## src/hw/ecdsa_pkg.sv

```systemverilog
`default_nettype none

package ecdsa_pkg;

  localparam int WORD_BITS    = 64;
  localparam int SCALAR_BITS  = 256;
  localparam int SCALAR_WORDS = SCALAR_BITS / WORD_BITS;

  // Header, index, then s, r, z
  localparam int CMD_WORDS = 2 + 3 * SCALAR_WORDS;
  // Header, index, status, then u1, u2
  localparam int RPL_WORDS = 3 + 2 * SCALAR_WORDS;

  typedef logic [WORD_BITS-1:0]   word_t;
  typedef logic [SCALAR_BITS-1:0] scalar_t;

  // secp256k1 group order
  localparam scalar_t CURVE_N =
    256'hFFFFFFFF_FFFFFFFF_FFFFFFFF_FFFFFFFE_BAAEDCE6_AF48A03B_BFD25E8C_D0364141;

  localparam logic [15:0] CMD_VERIFY_SIG = 16'h0101;
  localparam logic [15:0] RPL_VERIFY_SIG = 16'h0201;

  typedef struct packed {
    word_t dat;
    logic  sop;
    logic  eop;
  } stream_word_t;

  // cmd sits in the low 16 bits of the word
  typedef struct packed {
    logic [31:0] rsvd;
    logic [15:0] len;
    logic [15:0] cmd;
  } cmd_header_t;

  typedef struct packed {
    word_t   index;
    scalar_t s;
    scalar_t r;
    scalar_t z;
  } sig_req_t;

  typedef struct packed {
    logic       s_out_of_range;
    logic       r_out_of_range;
    logic [5:0] rsvd;
  } sig_status_t;

  typedef struct packed {
    sig_status_t status;
    word_t       index;
    scalar_t     u1;
    scalar_t     u2;
  } sig_rpl_t;

  typedef enum logic [2:0] {
    IDLE,
    CHECK,
    INVERT,
    MULT_U1,
    MULT_U2,
    SEND
  } ctrl_state_t;

endpackage

`default_nettype wire

```

## src/hw/ecdsa_cmd_parser.sv

```systemverilog
`timescale 1ns/1ps
`default_nettype none

module ecdsa_cmd_parser (
  input  wire logic                    i_clk,
  input  wire logic                    i_rst,
  input  wire ecdsa_pkg::stream_word_t i_cmd,
  input  wire logic                    i_cmd_val,
  output logic                         o_cmd_rdy,
  output ecdsa_pkg::sig_req_t          o_req,
  output logic                         o_req_val,
  input  wire logic                    i_req_rdy
);

  logic                   rdy_q;
  logic                   collecting;
  logic                   skipping;
  logic [3:0]             cnt;
  logic [3:0]             sel;
  logic                   take;
  ecdsa_pkg::cmd_header_t hdr;
  ecdsa_pkg::sig_req_t    req_q;

  assign hdr       = i_cmd.dat;
  assign o_cmd_rdy = rdy_q && !o_req_val;
  assign take      = i_cmd_val && o_cmd_rdy;
  // Word slot inside s, r or z
  assign sel       = cnt - 4'd2;
  assign o_req     = req_q;

  always_ff @(posedge i_clk) begin
    if (i_rst) begin
      rdy_q      <= 1'b0;
      collecting <= 1'b0;
      skipping   <= 1'b0;
      cnt        <= '0;
      o_req_val  <= 1'b0;
    end else begin
      rdy_q <= 1'b1;
      if (o_req_val && i_req_rdy) begin
        o_req_val <= 1'b0;
      end
      if (take) begin
        if (collecting) begin
          cnt <= cnt + 4'd1;
          if (cnt == 4'(ecdsa_pkg::CMD_WORDS - 1)) begin
            collecting <= 1'b0;
            o_req_val  <= 1'b1;
          end
        end else if (skipping) begin
          if (i_cmd.eop) begin
            skipping <= 1'b0;
          end
        end else if (hdr.cmd == ecdsa_pkg::CMD_VERIFY_SIG) begin
          collecting <= 1'b1;
          cnt        <= 4'd1;
        end else if (!i_cmd.eop) begin
          // Unknown code, drop the rest of the command
          skipping <= 1'b1;
        end
      end
    end
  end

  always_ff @(posedge i_clk) begin
    if (take && collecting) begin
      if (cnt == 4'd1) begin
        req_q.index <= i_cmd.dat;
      end else if (cnt < 2 + ecdsa_pkg::SCALAR_WORDS) begin
        req_q.s[sel[1:0]*ecdsa_pkg::WORD_BITS +: ecdsa_pkg::WORD_BITS] <= i_cmd.dat;
      end else if (cnt < 2 + 2 * ecdsa_pkg::SCALAR_WORDS) begin
        req_q.r[sel[1:0]*ecdsa_pkg::WORD_BITS +: ecdsa_pkg::WORD_BITS] <= i_cmd.dat;
      end else begin
        req_q.z[sel[1:0]*ecdsa_pkg::WORD_BITS +: ecdsa_pkg::WORD_BITS] <= i_cmd.dat;
      end
    end
  end

  // A new command must not start before the previous one ends
  a_no_sop_mid_cmd: assert property (@(posedge i_clk) disable iff (i_rst)
    (take && (collecting || skipping)) |-> !i_cmd.sop)
    else $error("sop received in the middle of a command");

endmodule

`default_nettype wire

```

## config.mk

```make
export PLATFORM = sky130hd
export DESIGN_NAME = ecdsa_cmd_parser
export DESIGN_NICKNAME = d
export VERILOG_FILES = /design/src/hw/ecdsa_pkg.sv /design/src/hw/ecdsa_cmd_parser.sv
export SDC_FILE = /design/constraint.sdc
export NUM_CORES = 1
export LEC_CHECK = 0
export BUFFER_PORTS_ARGS = -buffer_cell sky130_fd_sc_hd__clkbuf_2
export CORE_AREA = 2 2 356 358
export DETAILED_ROUTE_END_ITERATION = 6
export DIE_AREA = 0 0 358 360
export GPL_ROUTABILITY_DRIVEN = 1
export GPL_TIMING_DRIVEN = 0
export MAX_ROUTING_LAYER = met4
export PLACE_DENSITY = 0.46
export SYNTH_ARGS = -nofsm -noshare
export SYNTH_HDL_FRONTEND = slang
export SYNTH_SLANG_ARGS = --single-unit
```

## constraint.sdc

```tcl
create_clock -name i_clk -period 7 [get_ports i_clk]
set_input_delay 1.05 -clock i_clk [delete_from_list [all_inputs] [get_ports i_clk]]
set_output_delay 1.05 -clock i_clk [all_outputs]
set_load 0.01 [all_outputs]
```

* Word level (Yosys, flattened, before mapping)
Cells that the tools add are included.
** Storage, ports and cells
- Flip-flop bits (word level) :: 840
- Bits of input ports :: 70
- Logic and storage cells :: 54
** Operators by class
- Add/sub/neg operators :: 3
- Order comparisons :: 2
- Eq/ne operators :: 4
- Shift-type cells :: 2
- Muxes and demuxes :: 18
- Bitwise gates (word level) :: 4
- Reduce and logical (&&, ||, !) cells :: 12
** Operator list (count)
- 256-bit bitwise mux :: 3
- 64-bit by 34-bit variable shift with 256-bit output, first input constant :: 1
- 64-bit by 34-bit variable part select with 256-bit output :: 1
- 8-bit negator with 34-bit output :: 1
- 16-bit by 9-bit == test with 1-bit output, second input constant :: 1
- 1-bit 2-to-1 mux :: 12
- 4-bit 2-to-1 mux :: 3
- 4-bit AND reduction :: 2
- 3-bit AND reduction :: 2
- 4-bit by 1-bit adder with 4-bit output, second input constant :: 1
- 4-bit by 1-bit == test with 1-bit output, second input constant :: 1
- 4-bit == test, second input constant :: 1
- 1-bit logical AND :: 4
- 4-bit by 3-bit less-than comparator with 1-bit output, second input constant :: 1
- 4-bit less-than comparator, second input constant :: 1
- 1-bit NOT :: 4
- 2-bit AND reduction :: 2
- 2-bit inequality test, second input constant :: 1
- 2-bit nonzero test :: 1
- 2-bit subtractor, second input constant :: 1
- 1-bit zero test :: 1

* Longest topological paths before layout
- Word-level depth :: 5
- Mapped depth :: 6
- Gate-level depth less buffers :: 5

* Worst setup path before layout
OpenSTA, ideal clock, no wires.
- Kind :: input to register
- Start :: in i_cmd_val
- End :: reg req_q (netlist bit o_req[768]) (enable)
- Library setup time :: 0.578 ns
- Arrival time :: 6.073 ns
- Required time :: 6.422 ns
- Slack :: 0.349 ns
- Stages on the path :: 3
- Path buffers :: 0
- Path through :: and3b_2 -> nand2_2 -> nor3b_1
** Between the ends
- Word-level cells in the longest chain between the ends :: 3
** Ends and longest elaborated chain
- start: declaration :: line ecdsa_cmd_parser.sv:8 : input wire logic i_cmd_val,
- 1-bit logical AND :: line ecdsa_cmd_parser.sv:26 : assign take = i_cmd_val && o_cmd_rdy;
- 1-bit logical AND :: line ecdsa_cmd_parser.sv:66 : if (take && collecting) begin
- 2-bit AND reduction (no line)
- end: declaration :: line ecdsa_cmd_parser.sv:22 : ecdsa_pkg::sig_req_t req_q;
Every way passes these cells.
A chain may end at the register's enable or synchronous reset.

* Worst setup path after layout
- Start :: reg cnt[0]
- End :: reg req_q (netlist bit o_req[423]), data pin
** Between the ends
- Word-level cells in the longest chain between the ends :: 4
- Elaborated cells on any way between the ends :: 5
** Ends and longest elaborated chain
- start: declaration :: line ecdsa_cmd_parser.sv:18 : logic [3:0] cnt;
- start signal: assignment :: line ecdsa_cmd_parser.sv:45 : cnt <= cnt + 4'd1;
- 2-bit subtractor (*) :: line ecdsa_cmd_parser.sv:28 : assign sel = cnt - 4'd2;
- 8-bit negator with 34-bit output (*) :: line ecdsa_cmd_parser.sv:72 : req_q.r[sel[1:0]*ecdsa_pkg::WORD_BITS +: ecdsa_pkg::WORD_BITS] <= i_cmd.dat;
- 64-bit by 34-bit variable part select with 256-bit output or 64-bit by 34-bit variable shift with 256-bit output (tied branches) :: line ecdsa_cmd_parser.sv:72
- 256-bit bitwise mux (*) :: line ecdsa_cmd_parser.sv:72
Mark *: on every way between the ends. The rest lies on a longest branch, timed or not.

==> metrics.md <==
| Metric | Value |
|---|---|
| Post-CTS sizing | `0` |
| Power Density | `275 nW/um2` |
| Family with the most delay on the worst path | `buffers and inverters` |
| Clk_lat worst skew | `700 ps` |
| PortBufs | `around 900` |
| CP bufs+invs | `2` |
| CP Max Fanout | `10` |
| Area contributors post-synth | `edfxtp_1 91%, and2_1 3.5%, and2_2 3.1%` |
| Max-slew violations | `0` |
| Tot Pwr | `around 10,000 uW` |
| Vias in the first global route | `around 16,000` |
| Wire per inst | `about 28 um` |
| Distinct cells, synth | `38` |
| Syn_nets | `1,272` |
| CTS root buf | `clkbuf_16` |
| Worst Tran Pin Value | `1340 ps` |
| CTS tree | `yes` |
| Type of destination of the critical path | `flip-flop` |
| Initial antenna violation count | `24` |
| CTS buffer count | `90` |
| CP required | `7520 ps` |
| Setup TNS | `0 ps` |
| Die area | `129,000 um2` |
| CP max stage cell | `clkbuf_1` |
| CTS sink count | `840` |
| Avg Cell Area, Syn | `~23 um2` |
| Share of the synthesized area in the top cell type | `0.907` |
| Leakage | `around 0.015 uW` |
| RSZ-0062 raised after global routing | `false` |
| Clock-pin slew on the worst setup and hold paths | `roughly 60 ps` |
| DRT iter0 DRCs | `1,609` |
| Placed cell count | `approximately 3,800` |
| Boundary Pins | `904` |
| Final hold violation count | `0` |
| Post-Synthesis Cell Area | `27,500 um2` |
| Pre-antenna DRT Iters | `5` |
| Global Route Usage Sum | `0.169` |
| Post-Place Setup Slack | `3260 ps` |
| Initial Utilization | `0.221` |
| Routed WL | `109,000 um` |
| Post-route minimum period | `3540 ps` |
| Htree depth | `3` |
| Hold-fix buffers, CTS | `0` |
| Die width | `358 um` |
| Clock tree buffer depth | `3` |
| Post-CTS Setup Inserts | `0` |
| CP Cell Sequence | `inv_2 -> ha_1 -> nor3_4 -> clkbuf_1 -> and2_1` |
| Global-route wire length before repair | `141,000 um` |
| Post-DP HPWL | `77,800 um` |
| Largest net degree at the start of global routing | `40` |
| Clock share of power | `0.463` |
| Startpoint of the worst hold path | `skipping` |
| Final setup fails | `0` |
| Synth Register Bits | `840` |
| # fillers | `12,450` |
| Crit path largest cell delay | `approximately 1000 ps` |
| CP Launch Type | `flip-flop` |
| Via density per instance | `4.03` |
| Final Cycle Share | `0.506` |
| Worst hold-check path type | `reg -> reg` |
| Multi-input logic area | `2280 um2` |
| Slew margin rel. | `0.110` |
| GP Congestion | `~0.80` |
| Share of layout cells above drive strength 1 | `0.532` |
| MaxCap Viol Count | `0` |
| Sw Pwr | `about 2100 uW` |
| Cell taking the most area after synthesis | `edfxtp_1` |
| DRC Markers | `0` |
| Status | `completed` |
| Die Y-Extent | `~360 um` |
| Fin cells | `roughly 4,000` |
| Post-route antenna net violation count | `0` |
| R2R Path Start | `cnt[0]` |
| Area Overhead vs Synth | `37.0%` |
| P_int | `8270 uW` |
| Fin nets | `2,293` |
| VDD IR max | `approximately 0.19 mV` |
| F_max | `~0.28 GHz` |
| Seq/Total Area, Yosys | `0.913` |
| Sw Share | `0.202` |
| Core ar. | `about 120,000 um2` |
| FF/Latch Area | `25,100 um2` |
| Clk_skew | `21.9 ps` |
| Combinational group share of total power | `0.009` |
| Row cnt | `130` |
| Synth Instances | `1,197` |
| GRT overflow | `0` |
| Hold slack | `around 500 ps` |
| Seq pwr share | `0.528` |
| Worst Path Arrival | `slightly above 4000 ps` |
| Fin worst setup slack | `approximately 3500 ps` |
| Total vias in the final route | `approximately 16,000` |
| Critical path class | `reg -> reg` |
| Critical Path Start | `cnt[0]` |
| Number of synthesis warnings | `0` |
cell type report:
class / count / area share
timing repair buffer: 929 / 0.134
multi-input combinational: 323 / 0.0603
sequential: 840 / 0.666
buffer: 29 / 0.00381
tap: 1650 / 0.0547
antenna: 10 / 0.000663
inverter: 5 / 0.000497
clock inverter: 61 / 0.0176
clock buffer: 104 / 0.0616
path summary, 6_finish.rpt:
| kind | to | slack, ps | cells past startpoint |
|---|---|---|---|
| max | o_req[423] | 3460 | 5 |
| min | skipping | 500 | 2 |
| max reg2reg | o_req[423] | 3460 | 5 |
| min reg2reg | skipping | 500 | 2 |
logic make-up after synthesis:
| family | Yosys count | share of synthesized area |
|---|---|---|
| adder cells (fa/ha/maj) | 5 | 0.00227 |
| buffers and inverters | 34 | 0.00581 |
| AND/OR/NAND/NOR | 305 | 0.0750 |
| AO/OA/AOI/OAI | 13 | 0.00404 |
| flip-flops | 840 | 0.913 |
per-stage QoR:
stage               area (um2)  utilization
floorplan                27500            -
global placement         34100        0.273
detailed placement       34700        0.278
CTS                      37700        0.302
global route             37700        0.302
finish                   37700        0.302
registers in the layout, indices dropped and copies added, names as in the netlist:
signal      flops
o_req         832
cnt             4
collecting      1
o_req_val       1
rdy_q           1
skipping        1
routing by layer:
metal | share of wire | GRT usage | routed length, um
met5 | 0 | - | 0
met1 | 0.37 | 0.189 | 40800
met4 | 0.028 | 0.0567 | 3020
met2 | 0.52 | 0.291 | 56600
met3 | 0.080 | 0.0426 | 8760
cell usage after synthesis:
cell type	instances
dfxtp_1	8
nand3_1	4
a211oi_1	2
inv_1	4
o22ai_1	2
a21oi_1	2
buf_2	2
nand2_1	3
o21a_1	1
nor2_1	5
clkbuf_2	18
a2111oi_4	1
ha_1	5
or4_1	1
nand3b_1	2
and2_1	155
nand2_2	1
and3b_2	1
o32ai_1	1
o21ai_0	1
nor2b_1	2
o211a_1	1
o211ai_1	1
nor4b_1	2
edfxtp_1	832
nand4_1	2
nor3_1	3
inv_2	1
a21o_1	1
nor3b_1	2
nor3_4	3
clkbuf_1	8
and2_2	113
and3_1	1
nand2b_1	1
and3_2	1
nor4_1	3
buf_6	1
cells in the final DEF, fill, tap and decap left out, drive strengths merged, types with 6 or more instances in the layout:
cell	instances
dfxtp	8
edfxtp	832
clkbuf	1031
nor3	6
inv	9
buf	31
clkinv	42
bufinv	10
and2	268
diode	10
power by group through the flow:
stage	clock network, uW	logic [uW]	registers (uW)
global placement	0	90.7	5570
global route	5100	99.4	5460
floorplan	0	22.0	5570
detailed placement	0	93.0	5570
CTS	4920	93.5	5470
finish	4800	90.9	5470
worst reg2reg max path, stage by stage (launching register included):
cell	delay [ps]
dfxtp_1	550
inv_2	180
ha_1	400
nor3_4	850
clkbuf_1	1060
and2_1	350
No activity file was read; power rests on OpenSTA's default activity.
