`src/hw/ecdsa_pkg.sv`:
```
`default_nettype none

package ecdsa_pkg;

  localparam int WORD_BITS    = 64;
  localparam int SCALAR_BITS  = 256;
  localparam int SCALAR_WORDS = SCALAR_BITS / WORD_BITS;

  // Header, index, then s, r, z
  localparam int CMD_WORDS = 2 + 3 * SCALAR_WORDS;
  // Header, index, status, then u1, u2
  localparam int RPL_WORDS = 3 + 2 * SCALAR_WORDS;

  typedef logic [WORD_BITS-1:0]   word_t;
  typedef logic [SCALAR_BITS-1:0] scalar_t;

  // secp256k1 group order
  localparam scalar_t CURVE_N =
    256'hFFFFFFFF_FFFFFFFF_FFFFFFFF_FFFFFFFE_BAAEDCE6_AF48A03B_BFD25E8C_D0364141;

  localparam logic [15:0] CMD_VERIFY_SIG = 16'h0101;
  localparam logic [15:0] RPL_VERIFY_SIG = 16'h0201;

  typedef struct packed {
    word_t dat;
    logic  sop;
    logic  eop;
  } stream_word_t;

  // cmd sits in the low 16 bits of the word
  typedef struct packed {
    logic [31:0] rsvd;
    logic [15:0] len;
    logic [15:0] cmd;
  } cmd_header_t;

  typedef struct packed {
    word_t   index;
    scalar_t s;
    scalar_t r;
    scalar_t z;
  } sig_req_t;

  typedef struct packed {
    logic       s_out_of_range;
    logic       r_out_of_range;
    logic [5:0] rsvd;
  } sig_status_t;

  typedef struct packed {
    sig_status_t status;
    word_t       index;
    scalar_t     u1;
    scalar_t     u2;
  } sig_rpl_t;

  typedef enum logic [2:0] {
    IDLE,
    CHECK,
    INVERT,
    MULT_U1,
    MULT_U2,
    SEND
  } ctrl_state_t;

endpackage

`default_nettype wire

```
`src/hw/reply_serializer.sv`:
```
`timescale 1ns/1ps
`default_nettype none

module reply_serializer (
  input  wire logic                i_clk,
  input  wire logic                i_rst,
  input  wire ecdsa_pkg::sig_rpl_t i_rpl,
  input  wire logic                i_rpl_val,
  output logic                     o_rpl_rdy,
  output ecdsa_pkg::stream_word_t  o_rpl,
  output logic                     o_rpl_val,
  input  wire logic                i_rpl_rdy
);

  logic                   busy;
  logic                   last;
  logic [3:0]             cnt;
  logic [3:0]             sel;
  ecdsa_pkg::sig_rpl_t    rpl_q;
  ecdsa_pkg::cmd_header_t hdr;

  assign o_rpl_rdy = !busy;
  assign o_rpl_val = busy;
  assign last      = (cnt == 4'(ecdsa_pkg::RPL_WORDS - 1));
  // Word slot inside u1 or u2
  assign sel       = cnt - 4'd3;

  always_comb begin
    hdr.rsvd = '0;
    hdr.len  = 16'(ecdsa_pkg::RPL_WORDS);
    hdr.cmd  = ecdsa_pkg::RPL_VERIFY_SIG;

    o_rpl.sop = (cnt == 4'd0);
    o_rpl.eop = last;
    if (cnt == 4'd0) begin
      o_rpl.dat = hdr;
    end else if (cnt == 4'd1) begin
      o_rpl.dat = rpl_q.index;
    end else if (cnt == 4'd2) begin
      o_rpl.dat = {{(ecdsa_pkg::WORD_BITS - 8){1'b0}}, rpl_q.status};
    end else if (cnt < 3 + ecdsa_pkg::SCALAR_WORDS) begin
      o_rpl.dat = rpl_q.u1[sel[1:0]*ecdsa_pkg::WORD_BITS +: ecdsa_pkg::WORD_BITS];
    end else begin
      o_rpl.dat = rpl_q.u2[sel[1:0]*ecdsa_pkg::WORD_BITS +: ecdsa_pkg::WORD_BITS];
    end
  end

  always_ff @(posedge i_clk) begin
    if (i_rst) begin
      busy <= 1'b0;
      cnt  <= '0;
    end else begin
      if (i_rpl_val && o_rpl_rdy) begin
        busy <= 1'b1;
        cnt  <= '0;
      end else if (busy && i_rpl_rdy) begin
        if (last) begin
          busy <= 1'b0;
        end else begin
          cnt <= cnt + 4'd1;
        end
      end
    end
  end

  always_ff @(posedge i_clk) begin
    if (i_rpl_val && o_rpl_rdy) begin
      rpl_q <= i_rpl;
    end
  end

  a_hold_until_taken: assert property (@(posedge i_clk) disable iff (i_rst)
    (o_rpl_val && !i_rpl_rdy) |=> (o_rpl_val && $stable(o_rpl)))
    else $error("reply word changed before it was accepted");

endmodule

`default_nettype wire

```
`config.mk`:
```
export PLATFORM = sky130hd
export DESIGN_NAME = reply_serializer
export DESIGN_NICKNAME = d
export VERILOG_FILES = /design/src/hw/ecdsa_pkg.sv /design/src/hw/reply_serializer.sv
export SDC_FILE = /design/constraint.sdc
export NUM_CORES = 1
export LEC_CHECK = 0
export BUFFER_PORTS_ARGS = -buffer_cell sky130_fd_sc_hd__buf_4
export CAP_MARGIN = 25
export CORE_AREA = 3 3 255 257
export CTS_CLUSTER_SIZE = 8
export DETAILED_ROUTE_END_ITERATION = 6
export DIE_AREA = 0 0 258 260
export HOLD_SLACK_MARGIN = 0.05
export PLACE_DENSITY = 0.63
export SLEW_MARGIN = 10
export SYNTH_ARGS = -nofsm -noshare
export SYNTH_HDL_FRONTEND = slang
export SYNTH_SLANG_ARGS = --single-unit
```
`constraint.sdc`:
```
create_clock -name i_clk -period 47.4 [get_ports i_clk]
set_clock_uncertainty 0.15 [all_clocks]
set_input_delay 9.48 -clock i_clk [delete_from_list [all_inputs] [get_ports i_clk]]
set_output_delay 9.48 -clock i_clk [all_outputs]
set_load 0.005 [all_outputs]
```
=== Word level (Yosys, flattened, before mapping) ===
Index checks and enable logic that the tools add are counted.

* $add $sub $neg: 2
* Magnitude comparators: 1
* Equality and inequality tests: 3
* Shift operators: 2
* Mux-type cells: 7
* Bitwise operators: 1
* Reductions and logical operators: 9

{| class="wikitable"
|+ Operators by type and width
! operator !! number
|-
| $shiftx A256 B9 Y64 || 2
|-
| $mux W64 || 4
|-
| $add A4 B1 Y4 const B || 1
|-
| $eq A4 B1 Y1 const B || 1
|-
| $eq A4 B2 Y1 const B || 1
|-
| $eq A4 B4 Y1 const B || 1
|-
| $logic_not A4 Y1 || 1
|-
| $lt A4 B3 Y1 const B || 1
|-
| $reduce_and A2 Y1 || 2
|-
| $reduce_bool A2 Y1 || 2
|-
| $mux W1 || 3
|-
| $logic_and A1 B1 Y1 || 2
|-
| $reduce_or A2 Y1 || 1
|-
| $sub A2 B2 Y2 const B || 1
|-
| $logic_not A1 Y1 || 1
|-
| $not A1 Y1 || 1
|}

* Flip-flop bits (word level): 589
* Bits of input ports: 588
* Output and inout port bits: 68
* Logic and storage cells: 33

=== Depth between registers and ports, before layout ===
Gate-level depths: netlist of the first run.

* Depth after elaboration: 6
* Depth in mapped cells: 9
* Mapped depth without buffers: 6

=== Worst setup path before layout of the first run ===
Ideal clock, no wire load.

* Kind: input to register
* Start point: in i_rpl_val
* End point: reg cnt[0]
* Library setup time: 0.153 ns
* Arrival time: 37.214 ns
* Path slack: 9.884 ns
* Stages on the path: 3
* Path through: nor2b_1 -> or2_2 -> nor2_1

* Cells in the longest elaborated chain, start to end: 2

{| class="wikitable"
|+ Ends and longest elaborated chain
! item !! line !! source
|-
| start: declaration || reply_serializer.sv:8 || <nowiki>input wire logic i_rpl_val,</nowiki>
|-
| $logic_and A1 B1 Y1 || reply_serializer.sv:53 || <nowiki>if (i_rpl_val && o_rpl_rdy) begin</nowiki>
|-
| $reduce_or A2 Y1 (no source line) || - ||
|-
| end signal: assignment || reply_serializer.sv:60 || <nowiki>cnt <= cnt + 4'd1;</nowiki>
|-
| end: declaration || reply_serializer.sv:17 || <nowiki>logic [3:0] cnt;</nowiki>
|}

No other way between the ends.
A chain may end at the register's enable or synchronous reset.

==> metrics, run 1 <==
DRC violations left 0; WP data required 37,770 ps; Synth Register Bits 589; Critical Path Stages 7; Clock Sinks 589; critical path startpoint cnt[0]; pwr/cell area 40.52 nW/µm²; Post-CTS Repair Setup Buffers 0; worst hold slack 413.8 ps; crit path capture type output pin; post-synth top area cell edfxtp_1; Post-Synth Adder-Cell Area 0.002253; vias in the first global route 14,350; Die Y 260 µm; clk_lat worst skew 590 ps; simple logic cell fraction of the synthesized area 0.03188; largest net degree at the start of global routing 171; WL/cell 24.68 µm; 1st-iter DRT viols 1,160; RSZ-0062 raised after global routing no; cell count after placement 2,527; post-layout minimum cycle time 14,320 ps; post-synth top area share 0.7895; DR vias 13,050; Hold Crit Depth 2; DRT Wirelength 65,090 µm; synth top area cells edfxtp_1 79%, mux4_2 11%, nand2_1 2.2%; Root Buffer clkbuf_16; P_leak 11.42 nW; total congestion overflow 0; Core Region 62,970 µm²; synthesized area 22,210 µm²; Final Hold Vio Count 0; io pins 656; worst path buffer plus inverter count 3; RePlAce Congestion 0.8621; global-route wire length before repair 91,800 µm; synthesized-area fraction occupied by xor and xnor cells 0.0003943; Setup violations, final 0; Total Power 1.237 mW; area post-placement 28,150 µm²; critical path, cell by cell inv_1 -> ha_4 -> buf_4 -> o21ai_1 -> a221oi_1 -> a221oi_1 -> buf_4; GRT Resource Usage Total 0.1884; most frequent cells in the layout 669 x buf_4, 584 x edfxtp_1, 129 x nand2_1, 113 x mux4_2, 85 x clkbuf_16; Yosys Warn Count 0; initial antenna violation count 9; clock-pin slew on the worst setup and hold paths 50 ps; commonest non-fill, non-tap cell in the layout buf_4; fmax 69.84 MHz; vias per inst 4.948; num rows 92; largest family of logic cells by synthesized area multiplexers; Max Slew Vio Count 0; Hold Path Origin cnt[1]; Synth Area per Inst 20.96 µm²; Post-CTS Resized 0; die area 67,080 µm²; TritonCTS clock tree yes; Setup TNS Final 0 ps; worst reg2reg path depth 5; setup slack, reg-to-reg 42,630 ps; non-filler instance count after layout 2,637; r2r startpoint o_rpl_val; final instance area 30,530 µm²; Tcrit/Tclk final 0.3021; status finished, final reports clean; Mapped Nets 1,652; Slew HR 0.2983; number of max-cap violations 0; Worst-Margin Slew 1052 ps; Worst Hold Class reg2reg; crit-path max FO 62; WP data arrival 4690 ps; Setup CP Type reg2out; CP max stage cell ha_4; Initial Utilization 0.3528; DRT antenna net count 0; CP max stage delay 930 ps; clk buf depth 3; layout net count 2,360; DP HPWL 46,640 µm; synthesized netlist cell count 1,060; VDD IR-drop max 0.02890 mV; TritonCTS buffer count 84; post-synthesis cell type count 34; H-tree Lvls 3; sequential-to-total area share from yosys stat 0.7940; layout cells sized above 1 0.5020; CP delay by family, top buffers and inverters; Synth Area in Compound Gates 0.03318; startpoint types register; drt pass-1 iters 5; number of I/O port buffers 655; Area Overhead vs Synth 37.42%; CTS Hold Bufs 0; Die X 258 µm; mux contribution to synthesized area 0.1234
==> report_power, final <==
group | switching, mW | internal (mW)
sequential | 0.00854 | 0.609
combinational | 0.0343 | 0.0469
clock | 0.210 | 0.328
total | 0.253 | 0.984
==> cells by family (layout without fill, tap and decap cells) <==
logic type                 Yosys count  after routing
AOI/OAI and AO/OA                  104            104
xor gates and xnor gates             1              1
adders and majority gates            4              4
buffers and inverters               63            792
DFF                                589            589
muxes                              125            125
other                                0              2
and+or+nand+nor                    174            174
==> stage by stage <==
step                      setup slack [ps]  utilization
final                                33080       0.4848
after CTS                            32910       0.4843
after floorplan                       9884            -
after global routing                 32710       0.4848
after detailed placement             32840       0.4471
after global placement               33050       0.4460
==> cell type report <==
class,count,area [µm²]
Antenna cell,2,5.005
Clock buffer,100,2193
Clock inverter,7,147.6
Fill cell,5351,32440
Inverter,11,41.29
Multi-Input combinational cell,408,4303
Sequential cell,589,17640
Tap cell,846,1059
Timing Repair Buffer,674,5140
==> cell usage after synthesis <==
cell type,n
nand2_1,129
or2_2,2
a221oi_1,14
a22o_1,1
nor3_1,1
buf_4,4
a21o_2,1
a21oi_1,18
buf_2,5
or3_1,2
ha_1,4
nor3b_2,1
xnor2_1,1
edfxtp_1,584
mux4_1,4
buf_1,3
o21ai_0,11
a22oi_1,52
o21ai_1,1
nand2b_1,5
mux4_2,113
mux2_2,8
a41o_1,4
nor2b_1,1
and3b_1,1
clkbuf_1,30
inv_1,11
nor2_1,21
and2_1,1
a311oi_1,1
o21bai_1,1
dfxtp_1,5
buf_6,10
nand3_1,10
==> state kept, by name, indices dropped and copies added, names as in the netlist <==
register	count
rpl_q	584
cnt	4
o_rpl_val	1
==> routing by layer <==
metal / wire length, µm / track usage / vias to the layer above
met3: 6216 / 0.06768 / 133
met4: 2202 / 0.07563 / 10
met1: 23310 / 0.2160 / 6521
li1: - / - / 5751
met2: 33280 / 0.3222 / 633
met5: 76 / 0 / -
==> worst min-delay path: cells and delay by family (launching register included) <==
kind,cells,cell delay [ps]
DFF,1,350
AOI/OAI and AO/OA,2,170
==> path summary, 6_finish.rpt <==
kind / endpoint
worst max-delay path: o_rpl[6]
worst min-delay path: cnt[1]
worst max register to register: rpl_q[285]
worst min register to register: cnt[1]
No activity file was read; power rests on OpenSTA's default activity.
==> run 2: changes to the inputs <==
==> constraint.sdc (replaced) <==
create_clock -name i_clk -period 13.23 [get_ports i_clk]
set_clock_uncertainty 0.15 [all_clocks]
set_input_delay 2.646 -clock i_clk [delete_from_list [all_inputs] [get_ports i_clk]]
set_output_delay 2.646 -clock i_clk [all_outputs]
set_load 0.005 [all_outputs]
==> metrics, run 2 (synthesis gave the netlist of run 1 again) <==
status finished, final reports clean; post-layout minimum cycle time 7485 ps; largest net degree at the start of global routing 204; DRT Wirelength 64,540 µm; WP data arrival 4690 ps; Switching Fraction 0.2073; most frequent cells in the layout 668 x buf_4, 584 x edfxtp_1, 129 x nand2_1, 113 x mux4_2, 85 x clkbuf_16; Post-CTS Repair Setup Buffers 0; pre-CTS setup slack 6228 ps; clk buf depth 3; initial antenna violation count 7; Setup TNS Final 0 ps; pwr/cell area 145.1 nW/µm²; DRT antenna net count 0; Setup violations, final 0; WL/cell 24.43 µm; total congestion overflow 0; clk_lat worst skew 610 ps; Tcrit/Tclk final 0.5658; Int Power 3.507 mW; number of max-cap violations 0; commonest non-fill, non-tap cell in the layout buf_4; die area 67,080 µm²; clock power share 0.434; Max Slew Vio Count 0; largest register by flop count rpl_q; Worst-Margin Slew 1134 ps; FILL cells 5,308; layout net count 2,358; clock-pin slew on the worst setup and hold paths 50 ps; Seq pwr share 0.500; Setup CP Type reg2out; Die Y 260 µm; startpoint types register; Root Buffer clkbuf_16; Core Region 62,970 µm²; H-tree Lvls 3; WP data required 10,430 ps; DP HPWL 45,450 µm; Die X 258 µm; vias per inst 4.920; combinational share of power 0.065; Post-CTS Resized 0; crit path capture type output pin; P_leak 11.39 nW; TritonCTS clock tree yes; DR vias 13,000; DRC violations left 0; TritonCTS buffer count 84; vias in the first global route 14,120; crit-path max FO 60; RSZ-0062 raised after global routing no; RePlAce Congestion 0.8963; VDD IR-drop max 0.1113 mV; Initial Utilization 0.3528; Final Hold Vio Count 0; num rows 92; 1st-iter DRT viols 1,040; layout cells sized above 1 0.5000; max reg flops 584; post-route setup slack 5745 ps; global-route wire length before repair 90,910 µm; Area Overhead vs Synth 37.25%; Worst Hold Class reg2reg; CTS Hold Bufs 0; fmax 133.6 MHz; GRT Resource Usage Total 0.1868; Slew HR 0.2443; drt pass-1 iters 4; Clock Sinks 589; io pins 656; Net Sw Power 917.3 µW; number of I/O port buffers 655
[run 2: worst paths after layout]
kind,endpoint,start,slack [ps],cells past startpoint
worst max register to register,cnt[1],cnt[0],9710,5
worst min-delay path,cnt[1],cnt[1],440,2
worst max-delay path,o_rpl[3],cnt[0],5740,7
worst min register to register,cnt[1],cnt[1],440,2
[run 2: area by class of cell]
type	count	area, µm²	area share
clock inverter	10	162.7	0.005335
timing repair buffer	672	5087	0.1669
inverter	11	41.29	0.001354
sequential	589	17640	0.5785
tap	846	1059	0.03472
clock buffer	100	2183	0.07161
multi-input combinational	408	4303	0.1411
antenna	6	15.01	0.0004924
[run 2: worst max-delay path: stages (launching register included)]
cell,delay [ps]
dfxtp_2,800
inv_1,320
ha_4,980
buf_4,810
o21ai_1,430
a221oi_1,350
a221oi_1,150
buf_4,170
[run 2: stage by stage]
| stage | area (µm²) | hold WS (ps) | cells | util | power (mW) |
|---|---|---|---|---|---|
| floorplan | 22220 | 347.0 | 1060 | - | 2.362 |
| global placement | 28100 | 389.8 | 2524 | 0.4462 | 2.530 |
| detailed placement | 28100 | 413.5 | 2524 | 0.4462 | 2.540 |
| CTS | 30440 | 430.7 | 2634 | 0.4835 | 4.480 |
| global route | 30480 | 464.8 | 2639 | 0.4841 | 4.586 |
| finish | 30490 | 439.6 | 2642 | 0.4842 | 4.424 |
[run 2: metal layers]
| metal | wire length [µm] | up-vias | global-route usage | share of wire |
|---|---|---|---|---|
| met5 | 13 | - | 0 | 0.00020 |
| li1 | - | 5747 | - | - |
| met2 | 33260 | 616 | 0.3187 | 0.52 |
| met1 | 23430 | 6510 | 0.2197 | 0.36 |
| met4 | 1805 | 2 | 0.06217 | 0.028 |
| met3 | 6034 | 123 | 0.06748 | 0.093 |
[run 2: power by group through the flow]
stage | clock [mW] | sequential [mW] | combinational, mW
CTS | 1.97 | 2.21 | 0.293
floorplan | 0 | 2.26 | 0.102
global placement | 0 | 2.24 | 0.286
detailed placement | 0 | 2.25 | 0.292
finish | 1.92 | 2.21 | 0.289
global route | 2.06 | 2.22 | 0.311
==> run 3: changes to the inputs <==
--- a/config.mk
+++ b/config.mk
@@ -12,7 +12,7 @@
 export DETAILED_ROUTE_END_ITERATION = 6
 export DIE_AREA = 0 0 258 260
 export HOLD_SLACK_MARGIN = 0.05
-export PLACE_DENSITY = 0.63
+export PLACE_DENSITY = 0.65
 export SLEW_MARGIN = 10
 export SYNTH_ARGS = -nofsm -noshare
 export SYNTH_HDL_FRONTEND = slang
==> constraint.sdc (replaced) <==
create_clock -name i_clk -period 6.2 [get_ports i_clk]
set_clock_uncertainty 0.15 [all_clocks]
set_input_delay 1.24 -clock i_clk [delete_from_list [all_inputs] [get_ports i_clk]]
set_output_delay 1.24 -clock i_clk [all_outputs]
set_load 0.005 [all_outputs]
==> metrics, run 3 (synthesis gave the netlist of run 1 again) <==
DRT Wirelength 64,220 µm; post-layout minimum cycle time 5024 ps; layout net count 2,365; die area 67,080 µm²; crit path capture type output pin; setup slack, reg-to-reg 3750 ps; DRC violations left 0; Setup TNS Final 0 ps; VDD IR-drop max 0.2163 mV; Post-CTS Repair Setup Buffers 0; Initial Utilization 0.3528; Tcrit/Tclk final 0.8103; TritonCTS clock tree yes; Worst Hold Class reg2reg; most frequent cells in the layout 671 x buf_4, 584 x edfxtp_1, 129 x nand2_1, 113 x mux4_2, 84 x clkbuf_16; worst hold slack 432.6 ps; clk buf depth 3; Clock Sinks 589; Root Buffer clkbuf_16; Slew HR 0.2687; TritonCTS buffer count 84; Crit path top cell by count buf_4; initial antenna violation count 8; status finished, final reports clean; crit-path max FO 30; RSZ-0062 raised after global routing no; fmax 199.1 MHz; layout cells sized above 1 0.5048; pwr/cell area 308.0 nW/µm²; total congestion overflow 0; Area Overhead vs Synth 37.42%; number of I/O port buffers 655; WL/cell 24.32 µm; vias in the first global route 14,330; largest register by flop count rpl_q; FILL cells 5,287; Die X 258 µm; Final Hold Vio Count 0; final instance area 30,530 µm²; largest net degree at the start of global routing 177; drt pass-1 iters 5; max reg flops 584; commonest non-fill, non-tap cell in the layout buf_4; Worst-Margin Slew 1097 ps; io pins 656; number of max-cap violations 0; Setup CP Type reg2out; WP data arrival 3630 ps; DRT antenna net count 0; Post-CTS Resized 0; CP delay by family, top buffers and inverters; P_leak 11.42 nW; critical path, cell by cell buf_4 -> inv_1 -> ha_4 -> buf_4 -> mux4_2 -> a22oi_1 -> nand2_1 -> buf_4; clock-pin slew on the worst setup and hold paths 50 ps; global-route wire length before repair 90,940 µm; Die Y 260 µm; CP max stage delay 640 ps; Total Power 9.400 mW; clk_lat worst skew 600 ps; startpoint types register; worst path buffer plus inverter count 4; Core Region 62,970 µm²; DR vias 13,070; H-tree Lvls 3; final core utilization 0.4848; 1st-iter DRT viols 1,039; RePlAce Congestion 0.8918; CP max stage cell ha_4; vias per inst 4.949; CTS Hold Bufs 0; GRT Resource Usage Total 0.1862; area post-placement 28,230 µm²; WP data required 4810 ps; DP HPWL 45,720 µm; num rows 92; Setup violations, final 0; Max Slew Vio Count 0
## run 3: cell count changes in the layout (fill, tap and decap cells not counted), sizes merged
cell	before	now
clkbuf	100	91
buf	672	679
clkinv	8	5
bufinv	0	1
diode	6	7
inv	13	14
## run 3: tightest hold or removal path, stage by stage (launching register included)
cell	delay, ps
dfxtp_1	350
o21ai_0	110
a21oi_1	70
## run 3: per-stage QoR
| stage | worst slack [ps] | instances |
|---|---|---|
| 2_1_floorplan | -4711 | 1060 |
| 3_3_place_gp | 1837 | 2532 |
| 3_5_place_dp | 1818 | 2533 |
| 4_1_cts | 1132 | 2633 |
| 5_1_grt | 1014 | 2636 |
| 6_report | 1176 | 2640 |
## run 3: final timing paths
path / startpoint / endpoint / cells past startpoint
setup / recovery: cnt[0] / o_rpl[49] / 8
hold / removal: cnt[1] / cnt[1] / 2
setup reg to reg: o_rpl_val / rpl_q[478] / 3
hold reg to reg: cnt[1] / cnt[1] / 2
## run 3: area by class of cell
| type | count | area [µm²] | share of cell area |
|---|---|---|---|
| diodes | 7 | 17.52 | 0.0005738 |
| repair buffers | 679 | 5189 | 0.1700 |
| clock inverters | 9 | 150.1 | 0.004919 |
| inverters | 11 | 41.29 | 0.001353 |
| clock buffers | 91 | 2128 | 0.06972 |
| multi-input cells | 408 | 4303 | 0.1410 |
| flip-flops and latches | 589 | 17640 | 0.5778 |
| well taps | 846 | 1059 | 0.03468 |
## run 3: power by group
part           internal [mW]  total [mW]  switching [mW]
registers               4.66        4.72          0.0649
clock network           2.45        4.05            1.60
logic                  0.360       0.625           0.265
## run 3: routing by layer
| layer | GRT usage | vias to the layer above | routed length, µm |
|---|---|---|---|
| met4 | 0.07798 | 2 | 2142 |
| li1 | - | 5756 | - |
| met1 | 0.2142 | 6536 | 23010 |
| met5 | 0 | - | 13 |
| met3 | 0.06369 | 129 | 6111 |
| met2 | 0.3183 | 642 | 32940 |
